`config.mk`:
```
export PLATFORM = sky130hd
export DESIGN_NAME = axil_timer_top
export DESIGN_NICKNAME = d
export VERILOG_FILES = /design/src/verilog/timer_pkg.sv /design/src/verilog/axil_timer_top.sv /design/src/verilog/axil_read_result.sv /design/src/verilog/countdown_engine.sv /design/src/verilog/timer_regs.sv /design/src/verilog/axil_write_decode.sv
export SDC_FILE = /design/constraint.sdc
export NUM_CORES = 1
export LEC_CHECK = 0
export ABC_AREA = 1
export BUFFER_PORTS_ARGS = -buffer_cell sky130_fd_sc_hd__buf_2
export CELL_PAD_IN_SITES_DETAIL_PLACEMENT = 0
export CELL_PAD_IN_SITES_GLOBAL_PLACEMENT = 1
export CORE_AREA = 3 3 190 118
export DETAILED_ROUTE_END_ITERATION = 12
export DIE_AREA = 0 0 193 121
export MAX_ROUTING_LAYER = met4
export PLACE_DENSITY = 0.88
export SYNTH_ARGS = -nofsm -noshare
export SYNTH_HDL_FRONTEND = slang
export SYNTH_HIERARCHICAL = 1
export SYNTH_SLANG_ARGS = --single-unit
```
`constraint.sdc`:
```
create_clock -name clk -period 6.2 [get_ports clk]
set_input_delay 0.62 -clock clk [delete_from_list [all_inputs] [get_ports clk]]
set_output_delay 0.62 -clock clk [all_outputs]
set_load 0.05 [all_outputs]
```
`src/verilog/timer_pkg.sv`:
```
package timer_pkg;

    typedef logic [31:0] addr_t;
    typedef logic [7:0]  offset_t;
    typedef logic [31:0] data_t;
    typedef logic [3:0]  strb_t;
    typedef logic [1:0]  resp_t;

    localparam resp_t RESP_OKAY   = 2'b00;
    localparam resp_t RESP_SLVERR = 2'b10;

    // Register map
    localparam offset_t OFS_CONTROL = 8'h00;
    localparam offset_t OFS_CONFIG  = 8'h04;
    localparam offset_t OFS_STATUS  = 8'h08;
    localparam offset_t OFS_COUNT   = 8'h0C;

    localparam int CTRL_START_BIT  = 0;
    localparam int CTRL_IRQ_EN_BIT = 1;
    localparam int STAT_BUSY_BIT   = 0;
    localparam int STAT_DONE_BIT   = 1;

    // Bit positions inside the one-hot select
    localparam int SEL_CONTROL = 0;
    localparam int SEL_CONFIG  = 1;
    localparam int SEL_STATUS  = 2;
    localparam int SEL_COUNT   = 3;

    typedef logic [3:0] reg_sel_t;

    typedef struct packed {
        logic     valid;
        reg_sel_t sel;
        data_t    data;
        strb_t    strb;
    } wr_req_t;

    typedef struct packed {
        data_t control;
        data_t cfg;
        data_t status;
        data_t count;
    } reg_view_t;

    typedef struct packed {
        logic  start;
        data_t load;
    } engine_ctl_t;

endpackage
```
`src/verilog/axil_timer_top.sv`:
```
module axil_timer_top (
    input  logic              clk,
    input  logic              rst_n,
    input  timer_pkg::addr_t  s_axi_awaddr,
    input  logic              s_axi_awvalid,
    output logic              s_axi_awready,
    input  timer_pkg::data_t  s_axi_wdata,
    input  timer_pkg::strb_t  s_axi_wstrb,
    input  logic              s_axi_wvalid,
    output logic              s_axi_wready,
    output timer_pkg::resp_t  s_axi_bresp,
    output logic              s_axi_bvalid,
    input  logic              s_axi_bready,
    input  timer_pkg::addr_t  s_axi_araddr,
    input  logic              s_axi_arvalid,
    output logic              s_axi_arready,
    output timer_pkg::data_t  s_axi_rdata,
    output timer_pkg::resp_t  s_axi_rresp,
    output logic              s_axi_rvalid,
    input  logic              s_axi_rready,
    output logic              irq
);

    timer_pkg::wr_req_t      wr_req;
    timer_pkg::engine_ctl_t  engine_ctl;
    timer_pkg::reg_view_t    view;
    timer_pkg::data_t        count;
    logic                    busy;
    logic                    done_pulse;

    axil_write_decode u_write (
        .clk     (clk),
        .rst_n   (rst_n),
        .awaddr  (s_axi_awaddr),
        .awvalid (s_axi_awvalid),
        .awready (s_axi_awready),
        .wdata   (s_axi_wdata),
        .wstrb   (s_axi_wstrb),
        .wvalid  (s_axi_wvalid),
        .wready  (s_axi_wready),
        .bresp   (s_axi_bresp),
        .bvalid  (s_axi_bvalid),
        .bready  (s_axi_bready),
        .wr_req  (wr_req)
    );

    timer_regs u_regs (
        .clk        (clk),
        .rst_n      (rst_n),
        .wr_req     (wr_req),
        .busy       (busy),
        .count      (count),
        .done_pulse (done_pulse),
        .engine_ctl (engine_ctl),
        .view       (view),
        .irq        (irq)
    );

    countdown_engine u_engine (
        .clk        (clk),
        .rst_n      (rst_n),
        .engine_ctl (engine_ctl),
        .busy       (busy),
        .count      (count),
        .done_pulse (done_pulse)
    );

    axil_read_result u_read (
        .clk     (clk),
        .rst_n   (rst_n),
        .araddr  (s_axi_araddr),
        .arvalid (s_axi_arvalid),
        .arready (s_axi_arready),
        .rdata   (s_axi_rdata),
        .rresp   (s_axi_rresp),
        .rvalid  (s_axi_rvalid),
        .rready  (s_axi_rready),
        .view    (view)
    );

endmodule

```
`src/verilog/axil_read_result.sv`:
```
module axil_read_result (
    input  logic                  clk,
    input  logic                  rst_n,
    input  timer_pkg::addr_t      araddr,
    input  logic                  arvalid,
    output logic                  arready,
    output timer_pkg::data_t      rdata,
    output timer_pkg::resp_t      rresp,
    output logic                  rvalid,
    input  logic                  rready,
    input  timer_pkg::reg_view_t  view
);

    typedef enum logic [1:0] {
        IDLE,
        ADDR,
        RESP
    } state_t;

    state_t              state;
    state_t              state_next;
    timer_pkg::offset_t  ar_offset;
    timer_pkg::data_t    sel_data;
    timer_pkg::resp_t    sel_resp;

    assign ar_offset = araddr[7:0];

    always_comb begin
        sel_data = '0;
        sel_resp = timer_pkg::RESP_OKAY;
        case (ar_offset)
            timer_pkg::OFS_CONTROL: sel_data = view.control;
            timer_pkg::OFS_CONFIG:  sel_data = view.cfg;
            timer_pkg::OFS_STATUS:  sel_data = view.status;
            timer_pkg::OFS_COUNT:   sel_data = view.count;
            default:                sel_resp = timer_pkg::RESP_SLVERR;
        endcase
    end

    always_ff @(posedge clk) begin
        if (!rst_n) begin
            state <= IDLE;
        end else begin
            state <= state_next;
        end
    end

    always_comb begin
        state_next = state;
        case (state)
            IDLE: if (arvalid) state_next = ADDR;
            ADDR: state_next = RESP;
            RESP: if (rready) state_next = IDLE;
            default: state_next = IDLE;
        endcase
    end

    assign arready = (state == ADDR);
    assign rvalid  = (state == RESP);

    // Snapshot taken on the AR beat, held through back-pressure
    always_ff @(posedge clk) begin
        if (arready) begin
            rdata <= sel_data;
            rresp <= sel_resp;
        end
    end

    a_rdata_stable: assert property (
        @(posedge clk) disable iff (!rst_n)
        rvalid && !rready |=> rvalid && $stable(rdata) && $stable(rresp)
    );

endmodule

```
`src/verilog/countdown_engine.sv`:
```
module countdown_engine (
    input  logic                    clk,
    input  logic                    rst_n,
    input  timer_pkg::engine_ctl_t  engine_ctl,
    output logic                    busy,
    output timer_pkg::data_t        count,
    output logic                    done_pulse
);

    always_ff @(posedge clk) begin
        if (!rst_n) begin
            busy       <= 1'b0;
            count      <= '0;
            done_pulse <= 1'b0;
        end else begin
            done_pulse <= 1'b0;
            if (busy) begin
                // Start requests while running are dropped
                count <= count - 1'b1;
                if (count == 32'd1) begin
                    busy       <= 1'b0;
                    done_pulse <= 1'b1;
                end
            end else if (engine_ctl.start) begin
                count <= engine_ctl.load;
                if (engine_ctl.load == '0) begin
                    done_pulse <= 1'b1;
                end else begin
                    busy <= 1'b1;
                end
            end
        end
    end

    a_done_not_busy: assert property (
        @(posedge clk) disable iff (!rst_n)
        done_pulse |-> !busy
    );

    a_busy_nonzero: assert property (
        @(posedge clk) disable iff (!rst_n)
        busy |-> (count != '0)
    );

endmodule

```
`src/verilog/timer_regs.sv`:
```
module timer_regs (
    input  logic                    clk,
    input  logic                    rst_n,
    input  timer_pkg::wr_req_t      wr_req,
    input  logic                    busy,
    input  timer_pkg::data_t        count,
    input  logic                    done_pulse,
    output timer_pkg::engine_ctl_t  engine_ctl,
    output timer_pkg::reg_view_t    view,
    output logic                    irq
);

    timer_pkg::data_t  control_r;
    timer_pkg::data_t  control_next;
    timer_pkg::data_t  cfg_r;
    timer_pkg::data_t  status_w;
    logic              done_r;
    logic              wr_control;
    logic              wr_config;
    logic              done_clear;

    function automatic timer_pkg::data_t merge_bytes(
        input timer_pkg::data_t old_val,
        input timer_pkg::data_t new_val,
        input timer_pkg::strb_t strb
    );
        timer_pkg::data_t result;
        result = old_val;
        for (int i = 0; i < 4; i++) begin
            if (strb[i]) begin
                result[i*8 +: 8] = new_val[i*8 +: 8];
            end
        end
        return result;
    endfunction

    assign wr_control = wr_req.valid && wr_req.sel[timer_pkg::SEL_CONTROL];
    assign wr_config  = wr_req.valid && wr_req.sel[timer_pkg::SEL_CONFIG];

    // W1C on done sits in the low byte
    assign done_clear = wr_req.valid && wr_req.sel[timer_pkg::SEL_STATUS]
                        && wr_req.strb[0] && wr_req.data[timer_pkg::STAT_DONE_BIT];

    always_comb begin
        control_next = control_r;
        if (wr_control) begin
            control_next = merge_bytes(control_r, wr_req.data, wr_req.strb);
        end
        // Start lives for one cycle only
        if (control_r[timer_pkg::CTRL_START_BIT]) begin
            control_next[timer_pkg::CTRL_START_BIT] = 1'b0;
        end
    end

    always_ff @(posedge clk) begin
        if (!rst_n) begin
            control_r <= '0;
            cfg_r     <= '0;
            done_r    <= 1'b0;
        end else begin
            control_r <= control_next;
            if (wr_config) begin
                cfg_r <= merge_bytes(cfg_r, wr_req.data, wr_req.strb);
            end
            if (done_pulse) begin
                done_r <= 1'b1;
            end else if (done_clear) begin
                done_r <= 1'b0;
            end
        end
    end

    always_comb begin
        status_w = '0;
        status_w[timer_pkg::STAT_BUSY_BIT] = busy;
        status_w[timer_pkg::STAT_DONE_BIT] = done_r;
    end

    assign engine_ctl.start = control_r[timer_pkg::CTRL_START_BIT];
    assign engine_ctl.load  = cfg_r;

    assign view.control = control_r;
    assign view.cfg     = cfg_r;
    assign view.status  = status_w;
    assign view.count   = count;

    assign irq = done_r && control_r[timer_pkg::CTRL_IRQ_EN_BIT];

    a_start_one_cycle: assert property (
        @(posedge clk) disable iff (!rst_n)
        control_r[timer_pkg::CTRL_START_BIT] |=> !control_r[timer_pkg::CTRL_START_BIT]
    );

endmodule

```
`src/verilog/axil_write_decode.sv`:
```
module axil_write_decode (
    input  logic                clk,
    input  logic                rst_n,
    input  timer_pkg::addr_t    awaddr,
    input  logic                awvalid,
    output logic                awready,
    input  timer_pkg::data_t    wdata,
    input  timer_pkg::strb_t    wstrb,
    input  logic                wvalid,
    output logic                wready,
    output timer_pkg::resp_t    bresp,
    output logic                bvalid,
    input  logic                bready,
    output timer_pkg::wr_req_t  wr_req
);

    typedef enum logic [1:0] {
        IDLE,
        ADDR,
        DATA,
        RESP
    } state_t;

    state_t               state;
    state_t               state_next;
    timer_pkg::offset_t   aw_offset;
    timer_pkg::reg_sel_t  aw_sel;
    timer_pkg::reg_sel_t  sel_r;
    logic                 mapped;
    logic                 w_beat;

    // Upper address bits are ignored
    assign aw_offset = awaddr[7:0];

    always_comb begin
        aw_sel = '0;
        case (aw_offset)
            timer_pkg::OFS_CONTROL: aw_sel[timer_pkg::SEL_CONTROL] = 1'b1;
            timer_pkg::OFS_CONFIG:  aw_sel[timer_pkg::SEL_CONFIG]  = 1'b1;
            timer_pkg::OFS_STATUS:  aw_sel[timer_pkg::SEL_STATUS]  = 1'b1;
            timer_pkg::OFS_COUNT:   aw_sel[timer_pkg::SEL_COUNT]   = 1'b1;
            default:                aw_sel = '0;
        endcase
    end

    always_ff @(posedge clk) begin
        if (!rst_n) begin
            state <= IDLE;
        end else begin
            state <= state_next;
        end
    end

    always_comb begin
        state_next = state;
        case (state)
            IDLE: if (awvalid) state_next = ADDR;
            ADDR: state_next = DATA;
            DATA: if (wvalid) state_next = RESP;
            RESP: if (bready) state_next = IDLE;
            default: state_next = IDLE;
        endcase
    end

    assign awready = (state == ADDR);
    assign wready  = (state == DATA);
    assign bvalid  = (state == RESP);
    assign w_beat  = wready && wvalid;
    assign mapped  = |sel_r;

    always_ff @(posedge clk) begin
        if (awready) begin
            sel_r <= aw_sel;
        end
        if (w_beat) begin
            bresp <= mapped ? timer_pkg::RESP_OKAY : timer_pkg::RESP_SLVERR;
        end
    end

    // Unmapped offsets never reach the register bank
    always_comb begin
        wr_req.valid = w_beat && mapped;
        wr_req.sel   = sel_r;
        wr_req.data  = wdata;
        wr_req.strb  = wstrb;
    end

    // A write pulse belongs to the W beat and is answered on the next cycle
    a_wr_req_in_data: assert property (
        @(posedge clk) disable iff (!rst_n)
        wr_req.valid |-> (state == DATA) && wvalid ##1 bvalid
    );

endmodule

```
==> metrics, run 1 <==
outcome=finished, final reports clean; Num Clock Sinks=between 100 and 150; total CTS buffers=17; vias in the first global route=7252; TNS Setup=0 ps; Critical Path Max Stage Delay=720 ps; Placer Congestion=0.9069; cell depth of the worst setup path=8; n_diodes=0; most common cell in the synthesized netlist=nand2_1; Req. time, crit path=6470 ps; Yosys reg bits=141; worst setup path endpoint=u_regs/control_r[14]; Max VDD drop=0.1809 mV; H-tree levels=4; Hold WC Path Type=in2reg; die area=around 23000 sq um; WS Path Type=reg2reg; Fin Hold WS=414.8 ps; crit path from=u_write/state[0]; WP buf/inv=2; dominant cells by area after synthesis=dfxtp_1, edfxtp_1, nand2_1, buf_4, nand3_1; Setup crit start kind=flop; Distinct cells, synth=37; initial DRC count=645; CP dominant cell by count=nand2_1; Routed wire per std cell=around 16 microns; Slew @ Worst Pin=1190 ps; row cnt=41; fin crit share=47.82%; Worst Setup End Kind=flop; Core ar.=between 20000 and 25000 sq um; fmax=about 0.34 GHz; Tmin final=2965 ps; Slowest-stage cell, CP=a21oi_4; Die W=193 microns; Total Routing Usage GR=approximately 22%; GR peak layer=met1; mean post-synth cell area=7.060 sq um; endpoints failing hold=0; CTS tree=built; Clock transition at path regs=60 ps; reg2reg end=u_regs/control_r[14]; CP Cell Sequence=inv_1 -> ha_1 -> nand2_1 -> a21oi_4 -> buf_4 -> nand3_1 -> nand2_1 -> a21oi_1; EDFF count, synth=38; clock network power share=42.3%; Pleak=4.095 nW; hold path cells=3; Comb pwr share=16.0%; share of power burned in registers=approximately two fifths; Starting Density=44.51%; GR Util met2=between 30% and 40%; largest net degree at the start of global routing=66; Sw Share=29.74%; share of cells above drive strength 1=15.93%; ANT nets after route=0; Max Cap Violations=0; Cells after Synth=1313; Mapped Area=around 9300 sq um; total internal power=1.695 mW; DR pass1 iterations=7; area grow syn2layout=1.876%; Overflow after GRT=0; FFs w/ async S/R, synth=0%; Setup Buffers After CTS=0; Root Driver=clkbuf_16; nets@finish=1382; M3 GR Usage=3.839%; CP arrival=approximately 3200 ps; Hold Buf Count CTS=0; PD cells=255.5 nW/um^2; first-pass GRT wire length=roughly 39000 microns; # setup viols final=0; crit path max fanout=37; Layout Skew=8.865 ps; top cells by count, synth=nand2_1, inv_1, buf_4; DIE HEIGHT=121 microns; post-DR vias/cell=5.156; Ports=149; Net Switching=0.7177 mW; initial antenna violation count=0; Main synth FF type=dfxtp_1; DRT Wirelength=about 25000 microns; cts repair resizes=0; met1 Resource Use GR=33.49%; headroom to the max-slew limit=20.60%; register-to-register setup slack=3240 ps; RSZ-0062 raised after global routing=false; startpoint of the worst-slack reg-to-reg timing path=u_write/state[0]; residual DRC count=0; worst-skew pair later-pin latency=420 ps; FF-to-FF path depth=8; # port buffers=98; crit-path leading delay family=simple AND/OR/NAND/NOR gates; max-slew violation count=0; CTS max path bufs=2; Ys Warns=6; leading area contributor after synthesis=dfxtp_1; Via Count=8043; sequential area share after synthesis=34.55%; HPWL after DPL=17930 microns; post-synth top area share=22.24%
state kept, by name, summed over array words and instances (netlist names):
name,cells
u_regs/cfg_r,32
u_regs/control_r,32
u_read/rresp,1
u_write/state,2
u_engine/done_pulse,1
u_read/state,2
u_read/rdata,32
u_write/sel_r,4
u_write/bresp,1
u_regs/done_r,1
u_engine/busy,1
u_engine/count,32
how the worst min path moves through the flow:
stage / slack (ps) / end / from
after floorplan: 420 / u_regs/done_r / u_engine/done_pulse
after global placement: 430 / u_regs/done_r / u_engine/done_pulse
after detailed placement: 440 / u_regs/done_r / u_engine/done_pulse
after CTS: 400 / u_read/state[0] / s_axi_arvalid
after global routing: 420 / u_read/state[0] / s_axi_arvalid
final: 410 / u_read/state[0] / s_axi_arvalid
area by class of cell:
type	instances	area, sq um
Multi-Input combinational cell	825	4091
Inverter	177	665.6
Timing Repair Buffer	106	550.5
Fill cell	2199	11380
Clock inverter	12	117.6
Clock buffer	20	466.7
Sequential cell	141	3203
Tap cell	279	349.1
tightest hold or removal path, stage by stage:
cell and delay [ps]:
buf_2 90, nand2_1 40, nor3_1 30
per-layer routing:
metal | wire [microns] | vias up
li1 | - | 3992
met1 | 12260 | 3745
met2 | 10610 | 272
met3 | 1727 | 34
met4 | 465 | 0
met5 | 0 | -
per-stage QoR:
stage / util [%] / power [mW] / cell area [sq um] / setup slack, ps / cells
5_1_grt: 45.34 / 2.511 / 9444 / 3034 / 1560
4_1_cts: 45.34 / 2.424 / 9444 / 3273 / 1560
2_1_floorplan: - / 1.366 / 9379 / 3142 / 1342
6_report: 45.34 / 2.413 / 9444 / 3235 / 1560
3_3_place_gp: 42.54 / 1.400 / 8860 / 3356 / 1528
3_5_place_dp: 42.54 / 1.405 / 8860 / 3330 / 1528
logic make-up after synthesis:
| group | count (synthesis) | share of synthesized area [%] |
|---|---|---|
| compound gates | 146 | 8.611 |
| xor+xnor | 2 | 0.1890 |
| fa+ha+maj | 7 | 0.9448 |
| buf+inv | 376 | 22.69 |
| flops | 141 | 34.55 |
| other cells | 3 | 0.1215 |
| simple gates | 638 | 32.89 |
cell usage in the layout, fill, tap and decap left out, types with 8 or more instances in the layout:
cell type | synthesis | layout
nand2_1 | 292 | 292
inv_1 | 163 | 162
nand3_1 | 142 | 142
dfxtp_1 | 103 | 103
buf_2 | 32 | 98
a21oi_1 | 87 | 86
nor2_1 | 80 | 79
nand4_1 | 69 | 69
edfxtp_1 | 38 | 38
conb_1 | 3 | 32
o22ai_1 | 20 | 20
nor2_4 | 17 | 18
clkbuf_16 | 0 | 17
o21ai_0 | 14 | 14
inv_2 | 12 | 12
nand2_4 | 10 | 10
o21ai_1 | 9 | 9
nor3_1 | 9 | 9
clkinv_2 | 1 | 8
buf_4 | 145 | 8
power groups by stage:
| stage | combinational, mW | clock (mW) | sequential [mW] |
|---|---|---|---|
| finish | 0.385 | 1.02 | 1.01 |
| floorplan | 0.319 | 0 | 1.05 |
| CTS | 0.381 | 1.04 | 1.01 |
| global route | 0.419 | 1.08 | 1.01 |
| detailed placement | 0.379 | 0 | 1.03 |
| global placement | 0.375 | 0 | 1.02 |
Power figures use the tool's default switching activity.
==> run 2, diff against run 1 <==
- CORE_AREA: 3 3 190 118 -> 3 3 209 129
- DIE_AREA: 0 0 193 121 -> 0 0 212 132
- PLACE_DENSITY: 0.88 -> 0.78
- clock period: 6.2 -> 2.5 ns (I/O delays scaled with it)
==> run 2 against run 1 <==
  * Combinational power increased to 2.5 times the previous value
  * Hold slack got worse by 380 ps
  * Sequential power up 150%
  * Flip-flop and latch count unchanged
  * Clock power rose to 2.6 times the previous value
  * Highest routed layer unchanged
  * Clock-buffer cell count increased by 9
  * Routed wire length rose by 3.6%
  * Die area is 20% higher
  * Critical path type unchanged
==> metrics, run 2 (synthesis gave the netlist of run 1 again) <==
TNS Setup=0 ps (unchanged); CTS max path bufs=2 (unchanged); Core ar.=25170 sq um (was 20830 sq um); final core utilization=38.48% (was 45.34%); # port buffers=98 (unchanged); Fill cells=2666 (was 2199); post-DR vias/cell=4.947 (was 5.156); RSZ-0062 raised after global routing=false (unchanged); row cnt=45 (was 41); DIE HEIGHT=132 microns (was 121 microns); n_diodes=0 (unchanged); share of cells above drive strength 1=16.27% (was 15.93%); vias in the first global route=7551 (was 7252); PD cells=632.4 nW/um^2 (was 255.5 nW/um^2); total CTS buffers=17 (unchanged); Multi-input gate area=4091 sq um (unchanged); crit path max fanout=72 (was 37); die area=27980 sq um (was 23350 sq um); first-pass GRT wire length=41080 microns (was 39430 microns); Clock transition at path regs=60 ps (about the same); largest net degree at the start of global routing=73 (was 66); Worst Setup End Kind=flop (unchanged); headroom to the max-slew limit=41.85% (was 20.60%); Tmin final=2095 ps (was 2965 ps); endpoints failing hold=0 (unchanged); Pleak=4.176 nW (was 4.095 nW); # setup viols final=0 (unchanged); Die W=212 microns (was 193 microns); Setup Buffers After CTS=0 (unchanged); DRT Wirelength=25960 microns (was 25060 microns); CP arrival=2400 ps (was 3240 ps); CTS tree=built (unchanged); Max Cap Violations=0 (unchanged); area grow syn2layout=4.468% (was 1.876%); initial DRC count=798 (was 645); Max VDD drop=0.3562 mV (was 0.1809 mV); residual DRC count=0 (unchanged); ANT nets after route=0 (unchanged); Ports=149 (unchanged); commonest non-fill, non-tap cell in the layout=nand2_1 (unchanged); WS Path Type=reg2reg (unchanged); fmax=0.4774 GHz (was 0.3373 GHz); DR pass1 iterations=5 (was 7); Routed wire per std cell=16.03 microns (was 16.06 microns); HPWL after DPL=18990 microns (was 17930 microns); Setup crit start kind=flop (unchanged); Layout Skew=8.478 ps (was 8.865 ps); nets@finish=1392 (was 1382); Num Clock Sinks=141 (unchanged); Total Routing Usage GR=19.29% (was 22.36%); Overflow after GRT=0 (unchanged); Starting Density=36.83% (was 44.51%); Req. time, crit path=2810 ps (was 6470 ps); Via Count=8014 (was 8043); Slew @ Worst Pin=871.3 ps (was 1190 ps); outcome=finished, final reports clean (unchanged); Hold Buf Count CTS=0 (unchanged); Hold WC Path Type=in2reg (unchanged); commonest cells after routing, fill and taps aside=nand2_1, inv_1, nand3_1, dfxtp_1, buf_2 (unchanged); H-tree levels=4 (unchanged); max-slew violation count=0 (unchanged); cts repair resizes=0 (unchanged); Placer Congestion=0.9217 (was 0.9069); fin crit share=83.79% (was 47.82%); register area=3203 sq um (unchanged); worst-skew pair later-pin latency=430 ps (was 420 ps); initial antenna violation count=0 (unchanged); Root Driver=clkbuf_16 (unchanged)
## run 2: cell types whose count changed in the layout (fill, tap and decap cells not counted), sizes merged
cell      change
clkinv        -6
clkbuf        +9
inv           -1
bufinv        -1
buf          +10
clkinvlp      -1
## run 2: through the flow
stage               setup WS (ps)  instances  hold slack (ps)  total power, mW  area, sq um
CTS                         435.3       1620            18.17            6.169         9684
global placement            459.4       1588            454.3            3.499         9060
detailed placement          449.3       1588            455.6            3.505         9060
global route                229.2       1620            34.11            6.364         9684
finish                      405.3       1620            37.23            6.125         9684
floorplan                   433.5       1342            347.6            3.386         9382
## run 2: worst max-delay path: stages, from the launching register on
cell	delay, ps
dfxtp_1	320
inv_1	120
ha_1	230
nand2_1	140
a21oi_4	160
buf_12	290
nand3_1	430
nand2_1	170
a21oi_1	80
## run 2: report_power, final
part | switching [mW] | internal, mW
clock | 0.976 | 1.68
sequential | 0.0569 | 2.44
combinational | 0.722 | 0.250
## run 2: final cells by class
| cell class | instances | share of cell area (%) |
|---|---|---|
| Multi-Input combinational cell | 825 | 42.25 |
| Sequential cell | 141 | 33.07 |
| Timing Repair Buffer | 116 | 7.106 |
| Inverter | 177 | 6.873 |
| Clock buffer | 29 | 6.034 |
| Tap cell | 329 | 4.251 |
| Clock inverter | 3 | 0.4134 |
## run 2: metal layers
| metal | vias up | global-route usage (%) | wire, microns |
|---|---|---|---|
| met5 | - | - | 0 |
| met3 | 25 | 3.448 | 1514 |
| li1 | 4025 | - | - |
| met1 | 3706 | 28.31 | 13180 |
| met2 | 258 | 26.76 | 10870 |
| met4 | 0 | 5.760 | 397 |
## run 2: path summary, 6_finish.rpt
path	start	endpoint	slack (ps)	cells past startpoint
hold / removal	s_axi_arvalid	u_read/state[0]	40	3
hold reg to reg	u_engine/done_pulse	u_regs/done_r	460	2
setup / recovery	u_write/state[0]	u_regs/cfg_r[12]	410	8
setup reg to reg	u_write/state[0]	u_regs/cfg_r[12]	410	8
